--- src/rvCore_params.svh ---
// Global sizing and reset values for the multicycle RV32I core.
// Included by the package and by any module that sizes storage or sets the PC.
`ifndef RVCORE_PARAMS_SVH
`define RVCORE_PARAMS_SVH

// data and address width
`define XLEN 32

// architectural registers x0..x31
`define REG_COUNT 32

// first fetch address
`define RESET_PC 32'h0000_0000

`endif

--- src/rvCorePkg.sv ---
// Shared types for the multicycle core: field widths, opcodes, mux selects,
// controller states and the structs passed between decoder, controller and datapath.
`include "rvCore_params.svh"

package rvCorePkg;

	typedef logic [`XLEN-1:0] word_t;
	typedef logic [$clog2(`REG_COUNT)-1:0] regIdx_t;

	typedef logic [6:0] opcode_t;
	localparam opcode_t RType      = 7'b0110011;
	localparam opcode_t ITypeLogic = 7'b0010011;
	localparam opcode_t ITypeLoad  = 7'b0000011;
	localparam opcode_t SType      = 7'b0100011;
	localparam opcode_t BType      = 7'b1100011;
	localparam opcode_t JType      = 7'b1101111;

	// op class from the controller, refined by the ALU decoder
	typedef logic [1:0] aluOp_t;
	localparam aluOp_t AluOpAdd   = 2'b00;
	localparam aluOp_t AluOpSub   = 2'b01;
	localparam aluOp_t AluOpRFunc = 2'b10;
	localparam aluOp_t AluOpIFunc = 2'b11;

	typedef logic [2:0] aluCtrl_t;
	localparam aluCtrl_t AluAdd = 3'b000;
	localparam aluCtrl_t AluSub = 3'b001;
	localparam aluCtrl_t AluAnd = 3'b010;
	localparam aluCtrl_t AluOr  = 3'b011;
	localparam aluCtrl_t AluSlt = 3'b101;

	typedef logic [1:0] aluSrcA_t;
	localparam aluSrcA_t SrcAPc    = 2'd0;
	localparam aluSrcA_t SrcAOldPc = 2'd1;
	localparam aluSrcA_t SrcARs1   = 2'd2;

	typedef logic [1:0] aluSrcB_t;
	localparam aluSrcB_t SrcBRs2  = 2'd0;
	localparam aluSrcB_t SrcBImm  = 2'd1;
	localparam aluSrcB_t SrcBFour = 2'd2;

	typedef logic [1:0] resultSrc_t;
	localparam resultSrc_t ResultAluOut = 2'd0;
	localparam resultSrc_t ResultData   = 2'd1;
	localparam resultSrc_t ResultAlu    = 2'd2;

	typedef logic adrSrc_t;
	localparam adrSrc_t AdrPc     = 1'b0;
	localparam adrSrc_t AdrResult = 1'b1;

	typedef enum logic [3:0] {
		Fetch, Decode, ExecuteR, ExecuteI, UncondJump, MemAdr,
		AluWb, MemWrite, MemRead, MemWb, BranchIfEq
	} ctrlState_t;

	typedef struct packed {
		opcode_t opcode;
		regIdx_t rd;
		regIdx_t rs1;
		regIdx_t rs2;
		logic [2:0] funct3;
		logic funct7b5;
		word_t imm;
	} decodedInstr_t;

	typedef struct packed {
		adrSrc_t adrSrc;
		logic irWrite;
		logic regWrite;
		logic pcUpdate;
		logic pcSrcJump;
		logic memWrite;
		aluSrcA_t aluSrcA;
		aluSrcB_t aluSrcB;
		aluOp_t aluOp;
		resultSrc_t resultSrc;
	} ctrlSignals_t;

endpackage

--- src/instrDecoder.sv ---
// Instruction register plus field split and immediate generation.
// Loads from the memory bus in the fetch cycle and holds the instruction until the next one.
`timescale 1ns/1ps

module instrDecoder (
	input logic clk,
	input logic reset,
	input logic irWrite,
	input rvCorePkg::word_t instrWord,
	output rvCorePkg::decodedInstr_t decoded
);

	rvCorePkg::word_t ir;

	// instruction register, loaded in fetch
	always_ff @(posedge clk) begin
		if (reset)
			ir <= '0;
		else if (irWrite)
			ir <= instrWord;
	end

	always_comb begin
		decoded.opcode = ir[6:0];
		decoded.rd = ir[11:7];
		decoded.funct3 = ir[14:12];
		decoded.rs1 = ir[19:15];
		decoded.rs2 = ir[24:20];
		decoded.funct7b5 = ir[30];

		case (ir[6:0])
			rvCorePkg::ITypeLogic,
			rvCorePkg::ITypeLoad:
				decoded.imm = {{20{ir[31]}}, ir[31:20]};
			rvCorePkg::SType:
				decoded.imm = {{20{ir[31]}}, ir[31:25], ir[11:7]};
			rvCorePkg::BType:
				decoded.imm = {{19{ir[31]}}, ir[31], ir[7], ir[30:25], ir[11:8], 1'b0};
			rvCorePkg::JType:
				decoded.imm = {{11{ir[31]}}, ir[31], ir[19:12], ir[20], ir[30:21], 1'b0};
			// R-type and unknown opcodes carry no immediate
			default:
				decoded.imm = '0;
		endcase
	end

endmodule

--- src/controlFsm.sv ---
// Moore controller that steps each instruction through fetch, decode and execute states.
// Outputs come from the state alone, apart from the beq PC load which follows the zero flag.
`timescale 1ns/1ps

module controlFsm (
	input logic clk,
	input logic reset,
	input rvCorePkg::opcode_t opcode,
	input logic zeroFlag,
	output rvCorePkg::ctrlSignals_t ctrl,
	output logic halted
);

	rvCorePkg::ctrlState_t state;
	rvCorePkg::ctrlState_t nextState;
	logic knownOp;

	always_ff @(posedge clk) begin
		if (reset)
			state <= rvCorePkg::Fetch;
		else
			state <= nextState;
	end

	assign knownOp = (opcode == rvCorePkg::RType) || (opcode == rvCorePkg::ITypeLogic) ||
		(opcode == rvCorePkg::ITypeLoad) || (opcode == rvCorePkg::SType) ||
		(opcode == rvCorePkg::BType) || (opcode == rvCorePkg::JType);

	// an unsupported opcode parks the machine in decode
	assign halted = (state == rvCorePkg::Decode) && !knownOp;

	always_comb begin
		nextState = rvCorePkg::Fetch;
		case (state)
			rvCorePkg::Fetch: nextState = rvCorePkg::Decode;
			rvCorePkg::Decode: begin
				case (opcode)
					rvCorePkg::RType: nextState = rvCorePkg::ExecuteR;
					rvCorePkg::ITypeLogic: nextState = rvCorePkg::ExecuteI;
					rvCorePkg::ITypeLoad,
					rvCorePkg::SType: nextState = rvCorePkg::MemAdr;
					rvCorePkg::BType: nextState = rvCorePkg::BranchIfEq;
					rvCorePkg::JType: nextState = rvCorePkg::UncondJump;
					default: nextState = rvCorePkg::Decode;
				endcase
			end
			rvCorePkg::MemAdr: begin
				if (opcode == rvCorePkg::ITypeLoad)
					nextState = rvCorePkg::MemRead;
				else
					nextState = rvCorePkg::MemWrite;
			end
			rvCorePkg::ExecuteR,
			rvCorePkg::ExecuteI,
			rvCorePkg::UncondJump: nextState = rvCorePkg::AluWb;
			rvCorePkg::MemRead: nextState = rvCorePkg::MemWb;
			default: nextState = rvCorePkg::Fetch;
		endcase
	end

	always_comb begin
		ctrl = '0;
		case (state)
			rvCorePkg::Fetch: begin
				// read instruction at PC and compute PC+4 in the same cycle
				ctrl.irWrite = 1'b1;
				ctrl.aluSrcA = rvCorePkg::SrcAPc;
				ctrl.aluSrcB = rvCorePkg::SrcBFour;
				ctrl.resultSrc = rvCorePkg::ResultAlu;
				ctrl.pcUpdate = 1'b1;
			end
			rvCorePkg::Decode: begin
				// target old PC + imm lands in ALU-out; also drives the bus,
				// so a halt word shows its own address
				ctrl.aluSrcA = rvCorePkg::SrcAOldPc;
				ctrl.aluSrcB = rvCorePkg::SrcBImm;
				ctrl.resultSrc = rvCorePkg::ResultAlu;
				ctrl.adrSrc = rvCorePkg::AdrResult;
			end
			rvCorePkg::ExecuteR: begin
				ctrl.aluSrcA = rvCorePkg::SrcARs1;
				ctrl.aluSrcB = rvCorePkg::SrcBRs2;
				ctrl.aluOp = rvCorePkg::AluOpRFunc;
			end
			rvCorePkg::ExecuteI: begin
				ctrl.aluSrcA = rvCorePkg::SrcARs1;
				ctrl.aluSrcB = rvCorePkg::SrcBImm;
				ctrl.aluOp = rvCorePkg::AluOpIFunc;
			end
			rvCorePkg::UncondJump: begin
				// jump to target while ALU-out picks up the link value
				ctrl.aluSrcA = rvCorePkg::SrcAOldPc;
				ctrl.aluSrcB = rvCorePkg::SrcBFour;
				ctrl.pcSrcJump = 1'b1;
				ctrl.pcUpdate = 1'b1;
			end
			rvCorePkg::MemAdr: begin
				ctrl.aluSrcA = rvCorePkg::SrcARs1;
				ctrl.aluSrcB = rvCorePkg::SrcBImm;
			end
			rvCorePkg::AluWb: begin
				ctrl.resultSrc = rvCorePkg::ResultAluOut;
				ctrl.regWrite = 1'b1;
			end
			rvCorePkg::MemWrite: begin
				ctrl.adrSrc = rvCorePkg::AdrResult;
				ctrl.resultSrc = rvCorePkg::ResultAluOut;
				ctrl.memWrite = 1'b1;
			end
			rvCorePkg::MemRead: begin
				ctrl.adrSrc = rvCorePkg::AdrResult;
				ctrl.resultSrc = rvCorePkg::ResultAluOut;
			end
			rvCorePkg::MemWb: begin
				ctrl.resultSrc = rvCorePkg::ResultData;
				ctrl.regWrite = 1'b1;
			end
			rvCorePkg::BranchIfEq: begin
				ctrl.aluSrcA = rvCorePkg::SrcARs1;
				ctrl.aluSrcB = rvCorePkg::SrcBRs2;
				ctrl.aluOp = rvCorePkg::AluOpSub;
				ctrl.pcSrcJump = 1'b1;
				ctrl.pcUpdate = zeroFlag;
			end
			default: ctrl = '0;
		endcase
	end

endmodule

--- src/alu.sv ---
// ALU with its own operation decoder.
// Maps the controller's op class and the funct fields onto add, sub, and, or or slt.
`timescale 1ns/1ps

module alu (
	input rvCorePkg::aluOp_t aluOp,
	input logic [2:0] funct3,
	input logic funct7b5,
	input logic isRType,
	input rvCorePkg::word_t srcA,
	input rvCorePkg::word_t srcB,
	output rvCorePkg::word_t result,
	output logic zero
);

	rvCorePkg::aluCtrl_t aluCtrl;

	always_comb begin
		case (aluOp)
			rvCorePkg::AluOpAdd: aluCtrl = rvCorePkg::AluAdd;
			rvCorePkg::AluOpSub: aluCtrl = rvCorePkg::AluSub;
			default: begin
				case (funct3)
					// addi has no sub form, funct7 bit 5 counts only for R-type
					3'b000: aluCtrl = (isRType && funct7b5) ? rvCorePkg::AluSub : rvCorePkg::AluAdd;
					3'b010: aluCtrl = rvCorePkg::AluSlt;
					3'b110: aluCtrl = rvCorePkg::AluOr;
					3'b111: aluCtrl = rvCorePkg::AluAnd;
					default: aluCtrl = rvCorePkg::AluAdd;
				endcase
			end
		endcase
	end

	always_comb begin
		case (aluCtrl)
			rvCorePkg::AluSub: result = srcA - srcB;
			rvCorePkg::AluAnd: result = srcA & srcB;
			rvCorePkg::AluOr: result = srcA | srcB;
			rvCorePkg::AluSlt: result = rvCorePkg::word_t'($signed(srcA) < $signed(srcB));
			default: result = srcA + srcB;
		endcase
	end

	assign zero = (result == '0);

endmodule

--- src/regFile.sv ---
// Integer register file, two combinational read ports and one synchronous write port.
`timescale 1ns/1ps
`include "rvCore_params.svh"

module regFile (
	input logic clk,
	input logic reset,
	input rvCorePkg::regIdx_t rs1,
	input rvCorePkg::regIdx_t rs2,
	input rvCorePkg::regIdx_t rd,
	input logic writeEnable,
	input rvCorePkg::word_t writeData,
	output rvCorePkg::word_t rd1,
	output rvCorePkg::word_t rd2
);

	rvCorePkg::word_t regs [`REG_COUNT];

	always_ff @(posedge clk) begin
		if (reset)
			regs <= '{default: '0};
		else if (writeEnable && rd != '0)
			regs[rd] <= writeData;
	end

	// x0 reads as zero regardless of array contents
	assign rd1 = (rs1 == '0) ? '0 : regs[rs1];
	assign rd2 = (rs2 == '0) ? '0 : regs[rs2];

endmodule

--- src/coreDatapath.sv ---
// Datapath of the multicycle core: PC, staging registers, ALU, register file and bus muxes.
// Every select and enable comes from the controller's struct.
`timescale 1ns/1ps
`include "rvCore_params.svh"

module coreDatapath (
	input logic clk,
	input logic reset,
	input rvCorePkg::ctrlSignals_t ctrl,
	input rvCorePkg::decodedInstr_t decoded,
	input rvCorePkg::word_t memReadData,
	output logic zeroFlag,
	output rvCorePkg::word_t memAddr,
	output rvCorePkg::word_t memWriteData
);

	rvCorePkg::word_t pc;
	rvCorePkg::word_t oldPc;
	rvCorePkg::word_t regA;
	rvCorePkg::word_t regB;
	rvCorePkg::word_t aluOut;
	rvCorePkg::word_t dataReg;
	rvCorePkg::word_t rd1;
	rvCorePkg::word_t rd2;
	rvCorePkg::word_t srcA;
	rvCorePkg::word_t srcB;
	rvCorePkg::word_t aluResult;
	rvCorePkg::word_t result;

	always_ff @(posedge clk) begin
		if (reset)
			pc <= `RESET_PC;
		else if (ctrl.pcUpdate)
			pc <= ctrl.pcSrcJump ? aluOut : result;
	end

	// staging registers load every cycle, old PC only with the instruction
	always_ff @(posedge clk) begin
		if (ctrl.irWrite)
			oldPc <= pc;
		regA <= rd1;
		regB <= rd2;
		aluOut <= aluResult;
		dataReg <= memReadData;
	end

	regFile uRegFile (
		.clk(clk),
		.reset(reset),
		.rs1(decoded.rs1),
		.rs2(decoded.rs2),
		.rd(decoded.rd),
		.writeEnable(ctrl.regWrite),
		.writeData(result),
		.rd1(rd1),
		.rd2(rd2)
	);

	always_comb begin
		case (ctrl.aluSrcA)
			rvCorePkg::SrcAPc: srcA = pc;
			rvCorePkg::SrcAOldPc: srcA = oldPc;
			default: srcA = regA;
		endcase
		case (ctrl.aluSrcB)
			rvCorePkg::SrcBRs2: srcB = regB;
			rvCorePkg::SrcBImm: srcB = decoded.imm;
			default: srcB = rvCorePkg::word_t'(4);
		endcase
	end

	alu uAlu (
		.aluOp(ctrl.aluOp),
		.funct3(decoded.funct3),
		.funct7b5(decoded.funct7b5),
		.isRType(decoded.opcode == rvCorePkg::RType),
		.srcA(srcA),
		.srcB(srcB),
		.result(aluResult),
		.zero(zeroFlag)
	);

	always_comb begin
		case (ctrl.resultSrc)
			rvCorePkg::ResultAluOut: result = aluOut;
			rvCorePkg::ResultData: result = dataReg;
			default: result = aluResult;
		endcase
	end

	assign memAddr = (ctrl.adrSrc == rvCorePkg::AdrResult) ? result : pc;
	assign memWriteData = regB;

endmodule

--- src/rvCoreTop.sv ---
// Top of the multicycle RV32I core on a single-cycle read memory bus.
// Writes happen at the rising edge with memWrite high, halted marks the end of a program.
`timescale 1ns/1ps

module rvCoreTop (
	input logic clk,
	input logic reset,
	input rvCorePkg::word_t memReadData,
	output rvCorePkg::word_t memAddr,
	output rvCorePkg::word_t memWriteData,
	output logic memWrite,
	output logic halted
);

	rvCorePkg::decodedInstr_t decoded;
	rvCorePkg::ctrlSignals_t ctrl;
	logic zeroFlag;

	instrDecoder uDecoder (
		.clk(clk),
		.reset(reset),
		.irWrite(ctrl.irWrite),
		.instrWord(memReadData),
		.decoded(decoded)
	);

	controlFsm uControl (
		.clk(clk),
		.reset(reset),
		.opcode(decoded.opcode),
		.zeroFlag(zeroFlag),
		.ctrl(ctrl),
		.halted(halted)
	);

	coreDatapath uDatapath (
		.clk(clk),
		.reset(reset),
		.ctrl(ctrl),
		.decoded(decoded),
		.memReadData(memReadData),
		.zeroFlag(zeroFlag),
		.memAddr(memAddr),
		.memWriteData(memWriteData)
	);

	assign memWrite = ctrl.memWrite;

endmodule

--- config.mk ---
export PLATFORM = sky130hd
export DESIGN_NAME = rvCoreTop
export DESIGN_NICKNAME = d
export VERILOG_FILES = /design/src/rvCorePkg.sv /design/src/instrDecoder.sv /design/src/controlFsm.sv /design/src/alu.sv /design/src/regFile.sv /design/src/coreDatapath.sv /design/src/rvCoreTop.sv
export VERILOG_INCLUDE_DIRS = /design/src
export SDC_FILE = /design/constraint.sdc
export NUM_CORES = 2
export LEC_CHECK = 0
export ABC_CLOCK_PERIOD_IN_PS = 7780
export BUFFER_PORTS_ARGS = -buffer_cell sky130_fd_sc_hd__buf_2
export CAP_MARGIN = 10
export CORE_MARGIN = 8
export CORE_UTILIZATION = 45
export CTS_CLUSTER_SIZE = 24
export DETAILED_ROUTE_END_ITERATION = 16
export SYNTH_ARGS = -nofsm -noshare
export SYNTH_HDL_FRONTEND = slang
export SYNTH_SLANG_ARGS = --single-unit
--- constraint.sdc ---
create_clock -name clk -period 7.78 [get_ports clk]
set_input_delay 0.389 -clock clk [delete_from_list [all_inputs] [get_ports clk]]
set_output_delay 0.389 -clock clk [all_outputs]
set_load 0.05 [all_outputs]
* Word level (Yosys, flattened, before mapping)
Cells that the tools add are included.
** Word-level totals
- Register bits :: 1252
- Bits of input ports :: 34
- Word-level logic and storage cells :: 140
- Output and inout bits :: 66
** Cells by class
- Reductions and logical operators :: 30
- Equal/unequal tests :: 27
- Multiplexer cells :: 31
- Add/subtract/negate cells :: 2
- $lt $le $gt $ge :: 5
- Bitwise logic cells :: 5
** Operator list (number)
- bitwise mux 1024 bit :: 1
- binary-select mux 32 bit (select 5 bit) :: 2
- one-hot mux 32 bit (4 select lines) :: 2
- 2-to-1 mux 32 bit :: 7
- one-hot mux 32 bit (2 select lines) :: 3
- demux 32 bit (select 5 bit) :: 1
- one-hot mux 4 bit (5 select lines) :: 3
- adder 32 bit :: 1
- AND 32 bit :: 1
- logical NOT 32 bit :: 1
- < comparator 32 bit :: 1
- OR 32 bit :: 1
- subtractor 32 bit :: 1
- >= comparator 6 bit (second input constant) :: 3
- inverter 5 -> 6 bit :: 3
- equality test 4 x 3 -> 1 bit (second input constant) :: 4
- OR reduction 2 bit :: 8
- equality test 7 x 6 -> 1 bit (second input constant) :: 2
- equality test 7 bit (second input constant) :: 2
- equality test 4 bit (second input constant) :: 3
- one-hot mux 3 bit (4 select lines) :: 1
- logical NOT 5 bit :: 2
- equality test 3 x 2 -> 1 bit (second input constant) :: 3
- equality test 3 bit (second input constant) :: 3
- 21 further kinds :: 41

* Logic depth before layout (Yosys ltp)
- Depth after elaboration :: 9
- Depth in mapped cells :: 24
- Depth with buffers taken out :: 22

* By module
From an unflattened synthesis, not the netlist that was laid out.
** Unflattened totals
- Cell total of the unflattened synthesis :: 7713
- Area total of the unflattened synthesis :: 66971.7 um^2
** Modules (own cells, without submodules)
- regFile :: instances 1, sequential area each 20499.7 um^2, cells each 5984, area each 52038.7 um^2
- coreDatapath :: instances 1, sequential area each 4164.0 um^2, cells each 662, area each 7483.4 um^2
- alu :: instances 1, sequential area each 0.0 um^2, cells each 808, area each 5227.5 um^2
- instrDecoder :: instances 1, sequential area each 640.6 um^2, cells each 180, area each 1719.1 um^2
- controlFsm :: instances 1, sequential area each 80.1 um^2, cells each 79, area each 503.0 um^2

* Worst setup path before layout
No wires, ideal clock.
- Path kind :: reg-to-output
- From :: register uDecoder.ir[20]
- To :: output memAddr[28]
- Path buffers :: 7
- Data arrival time :: 6616 ps
- Cell stages (with the launch flop) :: 23
- Path slack :: 775 ps
- Required time :: 7391 ps
- Cells stage by stage :: dfxtp_1 > clkbuf_1 > clkbuf_1 > clkbuf_1 > clkbuf_1 > buf_2 > buf_2 > a32oi_1 > o21ai_0 > ha_1 > inv_1 > fa_1 > nor2b_1 > o21ai_1 > a21oi_1 > o211ai_1 > a211oi_1 > o311a_1 > mux2i_1 > a21oi_1 > mux2_2 > clkbuf_1 > o21ai_0
** On the way
- Cells in the longest elaborated chain, start to end :: 6
- Elaborated cells between the ends (all ways) :: 7
- Classes of those cells :: add/sub: 2; mux: 5
** Ends and longest elaborated chain
- start, declared :: RTL line instrDecoder.sv:13 : rvCorePkg::word_t ir;
- start signal, assigned :: RTL line instrDecoder.sv:20 : ir <= instrWord;
- one-hot mux 32 bit (4 select lines) (*) :: RTL line instrDecoder.sv:31 : case (ir[6:0])
- one-hot mux 32 bit (2 select lines) (*) :: RTL line coreDatapath.sv:65 : case (ctrl.aluSrcB)
- adder 32 bit / subtractor 32 bit (equally long branches) :: RTL line alu.sv:41, alu.sv:37
- one-hot mux 32 bit (4 select lines) (*) :: RTL line alu.sv:36 : case (aluCtrl)
- one-hot mux 32 bit (2 select lines) (*) :: RTL line coreDatapath.sv:84 : case (ctrl.resultSrc)
- 2-to-1 mux 32 bit (*) :: RTL line coreDatapath.sv:91 : assign memAddr = (ctrl.adrSrc == rvCorePkg::AdrResult) ? result : pc;
- end, declared :: RTL line rvCoreTop.sv:9 : output rvCorePkg::word_t memAddr,
Mark *: on every way between the ends. The rest lies on a longest branch, timed or not.

* Worst setup path after layout
- From :: register uControl.state[0]
- To :: output memAddr[19]
** On the way
- Cells in the longest elaborated chain, start to end :: 9
- Elaborated cells between the ends (all ways) :: 40
- Classes of those cells :: add/sub: 2; eq/ne: 17; mux: 10; bitwise: 2; reduce/logical: 9
** Ends and longest elaborated chain
- start, declared :: RTL line controlFsm.sv:14 : rvCorePkg::ctrlState_t state;
- start signal, assigned :: RTL line controlFsm.sv:20 : state <= rvCorePkg::Fetch;
- start signal, assigned :: RTL line controlFsm.sv:22 : state <= nextState;
- equality test 4 x 2 -> 1 bit (tied with other cells) :: RTL line controlFsm.sv:63 : case (state)
- OR reduction 2 bit (no source line)
- one-hot mux 4 bit (5 select lines) :: RTL line controlFsm.sv:63
- equality test 2 x 1 -> 1 bit (tied with other cells) :: RTL line coreDatapath.sv:60 : case (ctrl.aluSrcA)
- one-hot mux 32 bit (2 select lines) (on tied branches) :: RTL line coreDatapath.sv:60, coreDatapath.sv:65
- adder 32 bit (tied with other cells) :: RTL line alu.sv:41 : default: result = srcA + srcB;
- one-hot mux 32 bit (4 select lines) (*) :: RTL line alu.sv:36
- via uDatapath.aluResult[19] :: RTL line coreDatapath.sv:27 : rvCorePkg::word_t aluResult;
- one-hot mux 32 bit (2 select lines) (*) :: RTL line coreDatapath.sv:84
- 2-to-1 mux 32 bit (*) :: RTL line coreDatapath.sv:91
Mark *: on every way through the listed nets, which the timed path passes. The rest lies on a longest branch.

==> impl_metrics.toml <==
[power]
power_leakage_uw = 0.0236
vdd_drop_max_mv = 0.495
power.density_nw_per_um2 = 327

[route]
wire_per_inst_um = 29.5
drc_errors = 0
via_per_inst = 6.49
first_pass_iters = 7
finalWirelength_mm = 266
drt-initial-drc-count = 8685
ant_nets = 0
num_vias = 58500

[clock_network]
cts_sinks = 1252
numCtsBuffers = 140
post_cts_buffers = 0
cts_tree = "built"
cts.path.max_buffers = 3
htree_levels = 4
clockRootBuffer = "clkbuf_16"
clk_pin_slew_worst_paths_ns = 0.07
clock_latency_ns = 0.81

[sta]
relSlewSlack = 0.159
finalCritPeriodShare = 0.962
tightest_slew_ns = 1.26
drv_slew = 0
setup-tns-final_ns = 0
hold_violations = 0
fmax_mhz = 134
finClkSkew_ns = 0.0382
fin_crit_ns = 7.49
finalSetupViolations = 0
fin_ws_ns = 0.292
rsz0062_at_grt = "no"

[grt]
overflow = 0
grt_pass1_wl_mm = 381
grtUsageTotal = 0.323
grt_start_max_net_pins = 216
first_global_vias = 55200
antenna_found_initial = 10

[floorplanning]
core_area_um2 = 143000
start_util = 0.453
die_w_um = 396
io_pins = 100
row_count = 139
dieHeight_um = 396
dieArea_um2 = 157000

[worst_setup_path]
critPathLaunchType = "flip-flop"
critPathKind = "reg2out"
end_kind = "output port"
arrival_ns = 7.10
cp_max_fo = 33
cp.required_ns = 7.39

[final_layout]
synthToLayoutAreaGrowth_pct = 11.2
nets = 7132
fillers = 13300
drive_gt1_frac = 0.163

[synth]
synth_area_per_cell_um2 = 8.94
ys_types = 85
synth_edf_count = 32
synth-compound-area-share = 0.174
syn_nets = 7394
synth-main-ff-cell = "dfxtp_1"
synth_seq_cells = 1252
synthSimpleGateAreaFrac = 0.157
syn_area_um2 = 64900
synth_top_family_by_area = "multiplexers"
ys_warn_count = 0
synthCells = 7262
muxShareOfSynthArea = 0.210
synth-xor-area-share = 0.00175
synth-adder-area-share = 0.0191
synthArstFlopShare = 0
synth_seq_area_share = 0.391

[placed_design]
portBuffers = 99
place_congestion = 0.991
dpl_worst_slack_ns = 0.997
hpwl_mm = 164

[flow_run]
maxCapViolCount = 0

[worst_hold_path]
hp-class = "in2reg"

[outcome]
status = "complete, no violations"
[what timing repair did]
action	CTS	global route
resized for setup	0	5
endpoints found under the hold margin	64	0
hold buffers	32	0
setup endpoints to repair	0	7
[synthesized netlist by cell type, types with 8 or more instances]
library cell / instances / area [µm²]
or2_2: 9 / 56.3
o21a_1: 55 / 413
a211oi_1: 286 / 2150
mux4_2: 484 / 10900
nand2b_1: 26 / 163
clkbuf_1: 590 / 2210
mux2_2: 74 / 833
edfxtp_1: 32 / 961
o21ai_0: 76 / 380
a21o_1: 15 / 113
a211o_1: 26 / 228
nor2_1: 567 / 2130
a2111oi_0: 11 / 96.3
a221oi_1: 47 / 412
a22o_1: 28 / 245
o31ai_1: 8 / 60.1
dfxtp_1: 1220 / 24400
a31oi_1: 10 / 62.6
o22a_1: 32 / 280
xnor2_1: 9 / 78.8
mux2i_1: 191 / 1910
nand3_1: 41 / 205
o221ai_1: 44 / 385
buf_2: 18 / 90.1
o22ai_1: 69 / 432
o211ai_1: 26 / 195
a22oi_1: 11 / 82.6
nor4_1: 8 / 50.1
and2_1: 13 / 81.3
inv_1: 105 / 394
a21oi_1: 951 / 4760
and3_1: 14 / 87.6
nor3_1: 66 / 330
nor2b_1: 63 / 394
nand2_1: 1633 / 6130
ha_1: 96 / 1200
buf_1: 93 / 349
or3_1: 22 / 138
nor3b_1: 8 / 60.1
o21ai_1: 48 / 240
[state kept, by name, indices dropped and copies added (netlist names)]
signal / cells
uDatapath.aluOut: 32
uControl.state: 4
uDecoder.ir: 32
uDatapath.regA: 32
uDatapath.memWriteData: 32
uDatapath.pc: 32
uDatapath.oldPc: 32
uDatapath.uRegFile.regs: 1024
uDatapath.dataReg: 32
[worst paths after layout]
kind                            depth (start not counted)                    startpoint                            to  slack, ns
worst min register to register                          2  uDatapath.uRegFile.regs[298]  uDatapath.uRegFile.regs[298]       0.46
worst max-delay path                                   19             uControl.state[0]                   memAddr[19]       0.29
worst min-delay path                                    2                         reset               uDecoder.ir[28]       0.08
worst max register to register                         23                uDecoder.ir[4]              uDatapath.pc[25]       1.04
[stage by stage]
stage | instances | utilization | area [µm²] | hold WS [ns] | total power (µW)
finish | 9014 | 0.503 | 72200 | 0.0801 | 23600
global route | 9009 | 0.503 | 72200 | 0.0906 | 24300
CTS | 9008 | 0.503 | 72200 | 0.0430 | 23400
detailed placement | 8728 | 0.469 | 67200 | 0.457 | 16700
global placement | 8728 | 0.469 | 67200 | 0.448 | 16700
floorplan | 7262 | - | 64900 | 0.417 | 12900
[placed cells by master (no fill, tap or decap), types with 39 or more instances in the layout]
master,n
inv_1,104
mux2i_1,191
buf_4,160
mux2_2,74
a211oi_1,285
o221ai_1,44
o21a_1,55
nand3_1,41
nor2b_1,61
a221oi_1,46
nor2_1,535
mux4_2,484
buf_2,96
nand2_1,1628
nor3_1,62
clkbuf_16,141
o21ai_0,76
clkbuf_1,39
dfxtp_1,1209
o22ai_1,69
a21oi_1,937
ha_1,96
[final cells by class]
cell class,count,area (µm²),share of cell area
flip-flops and latches,1252,25400,0.352
clock inverters,44,624,0.00865
diodes,5,12.5,0.000173
well taps,1903,2380,0.0330
inverters,107,402,0.00556
clock buffers,204,4010,0.0555
multi-input cells,5199,37100,0.514
repair buffers,300,2240,0.0310
[logic make-up after synthesis]
logic type                 after synthesis
and+or+nand+nor                       2514
AOI/OAI and AO/OA                     1823
DFF                                   1252
buffers and inverters                  812
muxes                                  750
adders and majority gates               98
xor gates and xnor gates                13
[per-layer routing]
metal / track usage / routed length (µm) / up-vias
li1: - / - / 25400
met1: 0.419 / 99900 / 28500
met3: 0.0705 / 30000 / 877
met5: 0 / 65 / -
met4: 0.201 / 19400 / 8
met2: 0.492 / 116000 / 3743
[power breakdown]
group	switching [µW]	internal, µW
clock network	2880	3850
logic	7240	2460
registers	426	6770
[worst max-delay path, cell delays in order (launching register included)]
cell and delay, ns:
dfxtp_1 0.53, clkinv_1 0.36, o21ai_0 0.25, nand2b_1 0.49, buf_4 0.36, nand2_1 0.06
o21ai_0 0.12, ha_1 0.63, inv_1 0.19, a311o_1 0.32, a2111oi_0 0.44, o21ai_1 0.27
and2_1 0.26, o211a_1 0.23, o21ai_1 0.46, nand2_1 0.18, o21ai_4 0.45, nand2_1 0.11
nand2_1 0.23, buf_2 0.31
Note: power is estimated with default switching activity, not from simulation.
